===== config.mk =====
export PLATFORM = sky130hd
export DESIGN_NAME = rs_dispatch_top
export DESIGN_NICKNAME = d
export VERILOG_FILES = /design/src/verilog/rs_pkg.sv /design/src/verilog/dispatch_router.sv /design/src/verilog/reservation_station.sv /design/src/verilog/rs_dispatch_top.sv
export VERILOG_INCLUDE_DIRS = /design/src /design/src/include
export SDC_FILE = /design/constraint.sdc
export NUM_CORES = 2
export LEC_CHECK = 0
export BUFFER_PORTS_ARGS = -buffer_cell sky130_fd_sc_hd__buf_2
export CAP_MARGIN = 5
export CORE_MARGIN = 3
export CORE_UTILIZATION = 59
export CTS_CLUSTER_SIZE = 20
export DETAILED_ROUTE_END_ITERATION = 10
export PLACE_DENSITY = 0.8
export REMOVE_ABC_BUFFERS = 1
export SYNTH_ARGS = -nofsm -noshare
export SYNTH_HDL_FRONTEND = slang
export SYNTH_SLANG_ARGS = --single-unit

===== constraint.sdc =====
create_clock -name clk -period 5.5 [get_ports clk]
set_clock_uncertainty 0.05 [all_clocks]
set_input_delay 0.55 -clock clk [delete_from_list [all_inputs] [get_ports clk]]
set_output_delay 0.55 -clock clk [all_outputs]
set_load 0.02 [all_outputs]

===== src/include/rs_settings.svh =====
`ifndef RS_SETTINGS_SVH
`define RS_SETTINGS_SVH

// Physical register tag width
`define RS_TAG_W 8

// Operand, pc and immediate width
`define RS_DATA_W 32

// Entries per reservation station
`define ALU_RS_DEPTH 4
`define MUL_RS_DEPTH 2
`define DIV_RS_DEPTH 2
`define BR_RS_DEPTH 4

`endif


===== src/verilog/rs_pkg.sv =====
`include "rs_settings.svh"

package rs_pkg;

    localparam logic [6:0] OPC_OP        = 7'b0110011;  // R-type integer and M extension
    localparam logic [6:0] OPC_JAL       = 7'b1101111;
    localparam logic [6:0] OPC_JALR      = 7'b1100111;
    localparam logic [6:0] OPC_BRANCH    = 7'b1100011;
    localparam logic [6:0] OPC_BUBBLE    = 7'b0000000;  // Empty slot from rename
    localparam logic [6:0] FUNCT7_MULDIV = 7'b0000001;

    // Renamed instruction as it arrives at dispatch
    typedef struct packed {
        logic [6:0]             opcode;
        logic [2:0]             funct3;
        logic [6:0]             funct7;
        logic [`RS_DATA_W-1:0]  pc;
        logic [`RS_DATA_W-1:0]  operand1;
        logic [`RS_DATA_W-1:0]  operand2;
        logic [`RS_TAG_W-1:0]   src1_tag;
        logic [`RS_TAG_W-1:0]   src2_tag;
        logic [1:0]             src_ready;   // Bit 0 source 1, bit 1 source 2
        logic [`RS_TAG_W-1:0]   rd_tag;
        logic [`RS_DATA_W-1:0]  immediate;
        logic [`RS_DATA_W-1:0]  inst_num;
        logic                   mem_to_reg;
        logic                   mem_read;
        logic                   mem_write;
        logic [3:0]             alu_op;
        logic                   alu_src1;
        logic                   alu_src2;
        logic                   jump;
        logic                   branch;
        logic                   pred_taken;
        logic                   btb_hit;
    } dispatch_t;

    // Part of an entry that CDB wakeup rewrites
    typedef struct packed {
        logic [`RS_DATA_W-1:0]  operand1;
        logic [`RS_DATA_W-1:0]  operand2;
        logic [`RS_TAG_W-1:0]   src1_tag;
        logic [`RS_TAG_W-1:0]   src2_tag;
        logic [1:0]             src_ready;
    } rs_operands_t;

    typedef struct packed {
        logic [2:0]             funct3;
        logic [3:0]             alu_op;
        logic                   alu_src1;
        logic                   alu_src2;
        logic                   mem_to_reg;
        logic                   mem_read;
        logic                   mem_write;
        logic [`RS_DATA_W-1:0]  pc;
        logic [`RS_DATA_W-1:0]  immediate;
        logic [`RS_TAG_W-1:0]   rd_tag;
        logic [`RS_DATA_W-1:0]  inst_num;
    } alu_payload_t;

    // Shared by the multiply and divide stations
    typedef struct packed {
        logic [2:0]             funct3;
        logic [`RS_TAG_W-1:0]   rd_tag;
        logic [`RS_DATA_W-1:0]  inst_num;
    } muldiv_payload_t;

    typedef struct packed {
        logic [2:0]             funct3;
        logic                   jump;
        logic                   branch;
        logic                   pred_taken;
        logic                   btb_hit;
        logic [`RS_DATA_W-1:0]  pc;
        logic [`RS_DATA_W-1:0]  immediate;
        logic [`RS_TAG_W-1:0]   rd_tag;
        logic [`RS_DATA_W-1:0]  inst_num;
    } branch_payload_t;

    typedef struct packed {
        logic                   valid;
        logic [`RS_TAG_W-1:0]   tag;
        logic [`RS_DATA_W-1:0]  data;
    } cdb_t;

endpackage

===== src/verilog/dispatch_router.sv =====
module dispatch_router (
    input  logic                     dispatch_valid,
    input  rs_pkg::dispatch_t        dispatch,
    output logic                     dispatch_ready,

    output logic                     alu_write_valid,
    input  logic                     alu_write_ready,
    output rs_pkg::rs_operands_t     alu_write_ops,
    output rs_pkg::alu_payload_t     alu_write_payload,

    output logic                     mul_write_valid,
    input  logic                     mul_write_ready,
    output rs_pkg::rs_operands_t     mul_write_ops,
    output rs_pkg::muldiv_payload_t  mul_write_payload,

    output logic                     div_write_valid,
    input  logic                     div_write_ready,
    output rs_pkg::rs_operands_t     div_write_ops,
    output rs_pkg::muldiv_payload_t  div_write_payload,

    output logic                     br_write_valid,
    input  logic                     br_write_ready,
    output rs_pkg::rs_operands_t     br_write_ops,
    output rs_pkg::branch_payload_t  br_write_payload
);

    logic                  sel_alu;
    logic                  sel_mul;
    logic                  sel_div;
    logic                  sel_br;
    logic                  is_bubble;
    rs_pkg::rs_operands_t  ops;

    // Station select from opcode, funct7 and funct3
    always_comb begin
        sel_alu   = 1'b0;
        sel_mul   = 1'b0;
        sel_div   = 1'b0;
        sel_br    = 1'b0;
        is_bubble = 1'b0;
        case (dispatch.opcode)
            rs_pkg::OPC_BUBBLE: begin
                is_bubble = 1'b1;                    // Accepted and dropped
            end
            rs_pkg::OPC_OP: begin
                if (dispatch.funct7 == rs_pkg::FUNCT7_MULDIV) begin
                    sel_mul = ~dispatch.funct3[2];   // MUL, MULH, MULHSU, MULHU
                    sel_div = dispatch.funct3[2];    // DIV, DIVU, REM, REMU
                end else begin
                    sel_alu = 1'b1;
                end
            end
            rs_pkg::OPC_JAL, rs_pkg::OPC_JALR, rs_pkg::OPC_BRANCH: begin
                sel_br = 1'b1;
            end
            default: begin
                sel_alu = 1'b1;                      // Loads, stores, immediates, LUI
            end
        endcase
    end

    assign dispatch_ready = is_bubble
                          | (sel_alu & alu_write_ready)
                          | (sel_mul & mul_write_ready)
                          | (sel_div & div_write_ready)
                          | (sel_br  & br_write_ready);

    assign alu_write_valid = dispatch_valid & sel_alu;
    assign mul_write_valid = dispatch_valid & sel_mul;
    assign div_write_valid = dispatch_valid & sel_div;
    assign br_write_valid  = dispatch_valid & sel_br;

    // Operand half is the same layout for every station
    assign ops.operand1  = dispatch.operand1;
    assign ops.operand2  = dispatch.operand2;
    assign ops.src1_tag  = dispatch.src1_tag;
    assign ops.src2_tag  = dispatch.src2_tag;
    assign ops.src_ready = dispatch.src_ready;

    assign alu_write_ops = ops;
    assign mul_write_ops = ops;
    assign div_write_ops = ops;
    assign br_write_ops  = ops;

    always_comb begin
        alu_write_payload.funct3     = dispatch.funct3;
        alu_write_payload.alu_op     = dispatch.alu_op;
        alu_write_payload.alu_src1   = dispatch.alu_src1;
        alu_write_payload.alu_src2   = dispatch.alu_src2;
        alu_write_payload.mem_to_reg = dispatch.mem_to_reg;
        alu_write_payload.mem_read   = dispatch.mem_read;
        alu_write_payload.mem_write  = dispatch.mem_write;
        alu_write_payload.pc         = dispatch.pc;
        alu_write_payload.immediate  = dispatch.immediate;
        alu_write_payload.rd_tag     = dispatch.rd_tag;
        alu_write_payload.inst_num   = dispatch.inst_num;

        mul_write_payload.funct3     = dispatch.funct3;
        mul_write_payload.rd_tag     = dispatch.rd_tag;
        mul_write_payload.inst_num   = dispatch.inst_num;
        div_write_payload            = mul_write_payload;   // Same fields for divide

        br_write_payload.funct3      = dispatch.funct3;
        br_write_payload.jump        = dispatch.jump;
        br_write_payload.branch      = dispatch.branch;
        br_write_payload.pred_taken  = dispatch.pred_taken;
        br_write_payload.btb_hit     = dispatch.btb_hit;
        br_write_payload.pc          = dispatch.pc;
        br_write_payload.immediate   = dispatch.immediate;
        br_write_payload.rd_tag      = dispatch.rd_tag;
        br_write_payload.inst_num    = dispatch.inst_num;
    end

endmodule


===== src/verilog/reservation_station.sv =====
module reservation_station #(
    parameter int  DEPTH     = 4,
    parameter type payload_t = rs_pkg::muldiv_payload_t
) (
    input  logic                  clk,
    input  logic                  reset,

    input  logic                  write_valid,
    output logic                  write_ready,
    input  rs_pkg::rs_operands_t  write_ops,
    input  payload_t              write_payload,

    input  rs_pkg::cdb_t          cdb,

    output logic                  issue_valid,
    input  logic                  issue_ready,
    output rs_pkg::rs_operands_t  issue_ops,
    output payload_t              issue_payload
);

    localparam int PTR_W = (DEPTH > 1) ? $clog2(DEPTH) : 1;
    localparam int CNT_W = $clog2(DEPTH + 1);

    rs_pkg::rs_operands_t  ops_q [DEPTH];       // Age ordered from head
    payload_t              payload_q [DEPTH];
    logic [PTR_W-1:0]      head;
    logic [PTR_W-1:0]      tail;
    logic [CNT_W-1:0]      count;
    logic                  do_write;
    logic                  do_issue;

    // Capture a broadcast result into any source still waiting on its tag
    function automatic rs_pkg::rs_operands_t wakeup(input rs_pkg::rs_operands_t ops,
                                                     input rs_pkg::cdb_t bus);
        rs_pkg::rs_operands_t woken;
        woken = ops;
        if (bus.valid && !ops.src_ready[0] && ops.src1_tag == bus.tag) begin
            woken.operand1     = bus.data;
            woken.src_ready[0] = 1'b1;
        end
        if (bus.valid && !ops.src_ready[1] && ops.src2_tag == bus.tag) begin
            woken.operand2     = bus.data;
            woken.src_ready[1] = 1'b1;
        end
        return woken;
    endfunction

    function automatic logic [PTR_W-1:0] next_ptr(input logic [PTR_W-1:0] ptr);
        return (ptr == PTR_W'(DEPTH - 1)) ? '0 : ptr + 1'b1;
    endfunction

    assign write_ready   = (count != CNT_W'(DEPTH));
    assign issue_ops     = ops_q[head];
    assign issue_payload = payload_q[head];
    assign issue_valid   = (count != '0) && (&ops_q[head].src_ready);   // Head only

    assign do_write = write_valid & write_ready;
    assign do_issue = issue_valid & issue_ready;

    always_ff @(posedge clk or posedge reset) begin
        if (reset) begin
            head  <= '0;
            tail  <= '0;
            count <= '0;
        end else begin
            if (do_write) begin
                tail <= next_ptr(tail);
            end
            if (do_issue) begin
                head <= next_ptr(head);
            end
            case ({do_write, do_issue})
                2'b10:   count <= count + CNT_W'(1);
                2'b01:   count <= count - CNT_W'(1);
                default: count <= count;             // Both or neither
            endcase
        end
    end

    // Entry storage with wakeup on every slot and on the entry being written
    always_ff @(posedge clk) begin
        for (int i = 0; i < DEPTH; i++) begin
            ops_q[i] <= wakeup(ops_q[i], cdb);
        end
        if (do_write) begin
            ops_q[tail]     <= wakeup(write_ops, cdb);
            payload_q[tail] <= write_payload;
        end
    end

    // Occupancy never passes DEPTH so no write lands on a live entry
    a_no_write_full: assert property (@(posedge clk) disable iff (reset)
        count <= CNT_W'(DEPTH))
        else $error("reservation_station: write accepted while full");

    // A stalled head stays issuable with both sources ready
    a_issue_ready: assert property (@(posedge clk) disable iff (reset)
        (issue_valid && !issue_ready) |=> issue_valid && (&issue_ops.src_ready))
        else $error("reservation_station: head lost readiness under back-pressure");

    a_issue_stable: assert property (@(posedge clk) disable iff (reset)
        (issue_valid && !issue_ready) |=> $stable(issue_ops) && $stable(issue_payload))
        else $error("reservation_station: issue outputs changed under back-pressure");

endmodule


===== src/verilog/rs_dispatch_top.sv =====
`include "rs_settings.svh"

module rs_dispatch_top (
    input  logic                     clk,
    input  logic                     reset,

    input  logic                     dispatch_valid,
    input  rs_pkg::dispatch_t        dispatch,
    output logic                     dispatch_ready,

    input  rs_pkg::cdb_t             cdb,

    output logic                     alu_issue_valid,
    input  logic                     alu_issue_ready,
    output rs_pkg::rs_operands_t     alu_issue_ops,
    output rs_pkg::alu_payload_t     alu_issue_payload,

    output logic                     mul_issue_valid,
    input  logic                     mul_issue_ready,
    output rs_pkg::rs_operands_t     mul_issue_ops,
    output rs_pkg::muldiv_payload_t  mul_issue_payload,

    output logic                     div_issue_valid,
    input  logic                     div_issue_ready,
    output rs_pkg::rs_operands_t     div_issue_ops,
    output rs_pkg::muldiv_payload_t  div_issue_payload,

    output logic                     br_issue_valid,
    input  logic                     br_issue_ready,
    output rs_pkg::rs_operands_t     br_issue_ops,
    output rs_pkg::branch_payload_t  br_issue_payload
);

    logic                     alu_write_valid;
    logic                     alu_write_ready;
    rs_pkg::rs_operands_t     alu_write_ops;
    rs_pkg::alu_payload_t     alu_write_payload;
    logic                     mul_write_valid;
    logic                     mul_write_ready;
    rs_pkg::rs_operands_t     mul_write_ops;
    rs_pkg::muldiv_payload_t  mul_write_payload;
    logic                     div_write_valid;
    logic                     div_write_ready;
    rs_pkg::rs_operands_t     div_write_ops;
    rs_pkg::muldiv_payload_t  div_write_payload;
    logic                     br_write_valid;
    logic                     br_write_ready;
    rs_pkg::rs_operands_t     br_write_ops;
    rs_pkg::branch_payload_t  br_write_payload;

    dispatch_router u_router (
        .dispatch_valid    (dispatch_valid),
        .dispatch          (dispatch),
        .dispatch_ready    (dispatch_ready),
        .alu_write_valid   (alu_write_valid),
        .alu_write_ready   (alu_write_ready),
        .alu_write_ops     (alu_write_ops),
        .alu_write_payload (alu_write_payload),
        .mul_write_valid   (mul_write_valid),
        .mul_write_ready   (mul_write_ready),
        .mul_write_ops     (mul_write_ops),
        .mul_write_payload (mul_write_payload),
        .div_write_valid   (div_write_valid),
        .div_write_ready   (div_write_ready),
        .div_write_ops     (div_write_ops),
        .div_write_payload (div_write_payload),
        .br_write_valid    (br_write_valid),
        .br_write_ready    (br_write_ready),
        .br_write_ops      (br_write_ops),
        .br_write_payload  (br_write_payload)
    );

    reservation_station #(
        .DEPTH     (`ALU_RS_DEPTH),
        .payload_t (rs_pkg::alu_payload_t)
    ) u_alu_rs (
        .clk           (clk),
        .reset         (reset),
        .write_valid   (alu_write_valid),
        .write_ready   (alu_write_ready),
        .write_ops     (alu_write_ops),
        .write_payload (alu_write_payload),
        .cdb           (cdb),
        .issue_valid   (alu_issue_valid),
        .issue_ready   (alu_issue_ready),
        .issue_ops     (alu_issue_ops),
        .issue_payload (alu_issue_payload)
    );

    reservation_station #(
        .DEPTH     (`MUL_RS_DEPTH),
        .payload_t (rs_pkg::muldiv_payload_t)
    ) u_mul_rs (
        .clk           (clk),
        .reset         (reset),
        .write_valid   (mul_write_valid),
        .write_ready   (mul_write_ready),
        .write_ops     (mul_write_ops),
        .write_payload (mul_write_payload),
        .cdb           (cdb),
        .issue_valid   (mul_issue_valid),
        .issue_ready   (mul_issue_ready),
        .issue_ops     (mul_issue_ops),
        .issue_payload (mul_issue_payload)
    );

    reservation_station #(
        .DEPTH     (`DIV_RS_DEPTH),
        .payload_t (rs_pkg::muldiv_payload_t)
    ) u_div_rs (
        .clk           (clk),
        .reset         (reset),
        .write_valid   (div_write_valid),
        .write_ready   (div_write_ready),
        .write_ops     (div_write_ops),
        .write_payload (div_write_payload),
        .cdb           (cdb),
        .issue_valid   (div_issue_valid),
        .issue_ready   (div_issue_ready),
        .issue_ops     (div_issue_ops),
        .issue_payload (div_issue_payload)
    );

    reservation_station #(
        .DEPTH     (`BR_RS_DEPTH),
        .payload_t (rs_pkg::branch_payload_t)
    ) u_br_rs (
        .clk           (clk),
        .reset         (reset),
        .write_valid   (br_write_valid),
        .write_ready   (br_write_ready),
        .write_ops     (br_write_ops),
        .write_payload (br_write_payload),
        .cdb           (cdb),
        .issue_valid   (br_issue_valid),
        .issue_ready   (br_issue_ready),
        .issue_ops     (br_issue_ops),
        .issue_payload (br_issue_payload)
    );

endmodule


==> qor.yml <==
worst_setup_path:
  cp_data_arrival_time_ns: 3.41
  buffering_stage_count_on_the_worst_path_with_inverters_included: 2
  cp.required_ns: 4.90
  worst_path_max_delay_cell: "sky130_fd_sc_hd__dfrtp_4"
  timing.rr.end: "u_alu_rs.payload_q[0][88]"
  critPathMaxStageDelay_ns: 0.96
  cp_top_family: "flip-flops"
  timing.rr.start: "u_alu_rs.tail[0]"
  worstPathCellList: "buf_4 > mux2_2 > buf_2"
  worst-setup-path-type: "reg2out"
  crit_path_max_fanout: 47
  r2r.worst_path.cells: 7
  endpoint_kind: "primary output"
  worstSetupStartpointType: "register"
  reg2reg_slack_ns: 1.85
route:
  drc_errors: 0
  detail_route.wl_per_cell_um: 36.0
  vias_per_cell: 6.61
  dr.pass1.iters: 8
  number_of_routed_nets_with_antenna_violations: 0
  postRouteWirelength_mm: 271
  vias: 49878
  drt_first_iter_violations: 6422
outcome:
  status: "finished clean"
floorplan:
  coreArea_um2: 149000
  design.die.area_um2: 156000
  placementRows: 141
  initial_core_util_pct: 59.8
  ios: 910
  die_h_um: 395
  die_width_um: 395
global_route:
  grt_util_met2_pct: 55.4
  grt_pass1_wl_mm: 381
  antenna_found_initial: 31
  first_global_vias: 49579
  maximum_number_of_pins_on_one_net_before_global_route_repair: 121
  grt.overflow.total: 0
  gr_met3_demand_resource_pct: 9.56
  total_global_route_track_usage_pct: 34.6
  gr-usage-met1_pct: 44.2
  grt_most_used_layer: "met2"
synth:
  post_synthesis_cell_area_um2: 89100
  synth_edf_count: 2040
  synthArstFlopShare_pct: 1.05
  synthCells: 4375
  synth_top_family_by_area: "multiplexers"
  synth_top_cell_by_area: "sky130_fd_sc_hd__edfxtp_1"
  synth.avg_cell_area_um2: 20.4
  synth.ff_latch_count: 2086
  netlist-cell-type-count: 69
  netlist.area_leader.share_pct: 68.7
  post_synthesis_sequential_area_ratio_pct: 69.9
  post_synth_and_or_nand_nor_area_fraction_pct: 1.32
  yosys.area_share.xor_xnor_pct: 2.20
  synth.top_cells.by_area: "sky130_fd_sc_hd__edfxtp_1 69%, sky130_fd_sc_hd__mux2_2 10%, sky130_fd_sc_hd__mux4_2 9.9%"
  total_of_warnings_raised_by_yosys: 0
  synth_compound_area_share_pct: 0.513
  synth.area.mux_share_pct: 23.5
  synth_top_flop_cell: "sky130_fd_sc_hd__edfxtp_1"
  yosys.area_share.adder_pct: 0.242
sta:
  maximum_clock_rate_ghz: 0.250
  timing.final.setup_violations: 0
  slew_headroom_pct: 19.5
  rsz0062_at_grt: "no"
  min_period_over_period_pct: 72.9
  fin_setup_tns_ns: 0
  fin_crit_ns: 4.01
  hold_viol: 0
  timing_max_transition_violations_final: 0
  worstMarginPinSlew_ns: 1.20
worst_hold_path:
  min_delay_startpoint: "dispatch[81]"
  holdCritPathClass: "in2reg"
  holdPathStages: 1
  whs_endpoint: "u_div_rs.payload_q[1][36]"
place:
  place_congestion: 0.871
  postPlaceCellArea_um2: 95500
  place.detailed.hpwl_mm: 163
  portBuffers: 909
final_layout:
  final_instance_area_um2: 103000
  nets: 5633
  drive_gt1_share_pct: 49.4
  area_growth_pct: 16.1
power:
  max-vdd-ir-drop_uv: 416
  p_leak_nw: 35.2
  p_per_area_nw_per_um2: 431
clocking:
  numCtsBuffers: 201
  cts_num_sinks: 2086
  ctsHtreeMaxLevel: 4
  cts_max_path_buffers: 3
  clk_slew_on_worst_s_h_paths_ns: 0.07
  ctsRootBufferMaster: "sky130_fd_sc_hd__clkbuf_16"
  clock_tree_from_tritoncts: "built"
  worstSkewPairLatency_ns: 0.87
  post_cts_resize_count: 0
run:
  cap_viol_max_count: 0
report_power, final:
group	switching, mW	internal, mW
Combinational	6.93	4.10
Sequential	0.624	18.9
Clock	6.20	7.77
how the worst max path moves through the flow:
stage                      from                     to  slack (ns)  cells past startpoint
2_1_floorplan  u_alu_rs.head[0]      u_alu_rs.count[2]       -4.64                     10
3_3_place_gp      dispatch[208]  u_div_rs.ops_q[1][63]        1.47                      5
3_5_place_dp      dispatch[208]  u_div_rs.ops_q[1][63]        1.47                      5
4_1_cts         u_br_rs.head[0]       br_issue_ops[51]        1.44                      3
5_1_grt         u_br_rs.head[0]   br_issue_payload[52]        1.36                      3
6_report          u_div_rs.head  div_issue_payload[42]        1.49                      3
registers in the layout, indices dropped and copies added, names as in the netlist, 3 cells and up:
| signal | cells |
|---|---|
| u_br_rs.ops_q | 328 |
| u_div_rs.ops_q | 164 |
| u_mul_rs.ops_q | 164 |
| u_br_rs.payload_q | 444 |
| u_div_rs.payload_q | 86 |
| u_br_rs.count | 3 |
| u_alu_rs.count | 3 |
| u_mul_rs.payload_q | 86 |
| u_alu_rs.payload_q | 464 |
| u_alu_rs.ops_q | 328 |
layout by cell type, fill, tap and decap left out, types with 19 or more instances in the layout:
cell type and n:
sky130_fd_sc_hd__buf_12 20, sky130_fd_sc_hd__buf_2 909, sky130_fd_sc_hd__buf_4 76, sky130_fd_sc_hd__bufinv_16 19, sky130_fd_sc_hd__clkbuf_1 43, sky130_fd_sc_hd__clkbuf_16 202
sky130_fd_sc_hd__clkinv_1 49, sky130_fd_sc_hd__clkinv_2 27, sky130_fd_sc_hd__dfxtp_1 24, sky130_fd_sc_hd__diode_2 24, sky130_fd_sc_hd__dlygate4sd3_1 124, sky130_fd_sc_hd__edfxtp_1 2040
sky130_fd_sc_hd__inv_1 22, sky130_fd_sc_hd__mux2_1 41, sky130_fd_sc_hd__mux2_2 826, sky130_fd_sc_hd__mux2_4 152, sky130_fd_sc_hd__mux4_2 391, sky130_fd_sc_hd__nand2_1 22
sky130_fd_sc_hd__nand4b_1 22, sky130_fd_sc_hd__nor4_1 29, sky130_fd_sc_hd__xnor2_1 126, sky130_fd_sc_hd__xor2_1 96
per-layer routing:
metal / wire length (um) / vias to the layer above / part of all wire, %
met2: 132000 / 3630 / 49
met5: 68 / - / 0.025
met1: 94800 / 26030 / 35
met4: 14900 / 12 / 5.5
met3: 29900 / 602 / 11
li1: - / 19604 / -
what timing repair did:
action / CTS / global route
buffers inserted: 0 / 0
hold buffers: 124 / 0
hold endpoints to repair: 1095 / 0
kinds of logic (layout without fill, tap and decap cells):
| family | Yosys count | count (layout) |
|---|---|---|
| AOI/OAI and AO/OA | 60 | 60 |
| xor gates and xnor gates | 223 | 223 |
| adders and majority gates | 16 | 16 |
| buffers and inverters | 387 | 1531 |
| DFF | 2086 | 2086 |
| muxes | 1418 | 1418 |
| other | 0 | 24 |
| and+or+nand+nor | 185 | 185 |
cell usage after synthesis (5+ instances only):
cell type                   instances
sky130_fd_sc_hd__nor2_4             5
sky130_fd_sc_hd__nand3_1           17
sky130_fd_sc_hd__nor4_1            29
sky130_fd_sc_hd__buf_4             10
sky130_fd_sc_hd__nand2_1           30
sky130_fd_sc_hd__inv_1             29
sky130_fd_sc_hd__xor2_1            96
sky130_fd_sc_hd__o21ai_0           16
sky130_fd_sc_hd__buf_12            12
sky130_fd_sc_hd__ha_1              14
sky130_fd_sc_hd__nor2_1            25
sky130_fd_sc_hd__a31oi_1            7
sky130_fd_sc_hd__a22oi_1            8
sky130_fd_sc_hd__buf_2             58
sky130_fd_sc_hd__a2bb2oi_1          9
sky130_fd_sc_hd__mux2_1            41
sky130_fd_sc_hd__nand4b_1          22
sky130_fd_sc_hd__nand2_2            5
sky130_fd_sc_hd__mux2i_1            8
sky130_fd_sc_hd__mux4_2           391
sky130_fd_sc_hd__xnor2_1          126
sky130_fd_sc_hd__buf_6             34
sky130_fd_sc_hd__mux2_4           152
sky130_fd_sc_hd__clkbuf_1         206
sky130_fd_sc_hd__dfxtp_1           24
sky130_fd_sc_hd__nand4_1           18
sky130_fd_sc_hd__dfrtp_1           22
sky130_fd_sc_hd__mux2_2           826
sky130_fd_sc_hd__nor3_1             7
sky130_fd_sc_hd__edfxtp_1        2040
sky130_fd_sc_hd__buf_1             28
layout make-up:
| cell class | instances | area (um^2) |
|---|---|---|
| Multi-Input combinational cell | 1902 | 25000 |
| Timing Repair Buffer | 1129 | 6760 |
| Tap cell | 2002 | 2500 |
| Inverter | 33 | 168 |
| Sequential cell | 2086 | 62300 |
| Clock buffer | 250 | 5290 |
| Clock inverter | 119 | 1380 |
| Fill cell | 9120 | 45500 |
| Antenna cell | 24 | 60.1 |
stage by stage:
stage / utilization (%) / cells / power (mW) / hold slack, ns / setup WS, ns
after detailed placement: 64.1 / 7028 / 30.6 / 0.435 / 1.47
after floorplan: - / 4021 / 26.5 / 0.407 / -4.64
after global routing: 69.4 / 7536 / 45.7 / 0.0287 / 1.36
final: 69.5 / 7545 / 44.6 / 0.0651 / 1.49
after global placement: 64.1 / 7028 / 30.4 / 0.424 / 1.47
after CTS: 69.4 / 7521 / 44.5 / 0.00258 / 1.44
Power figures use the tool's default switching activity.
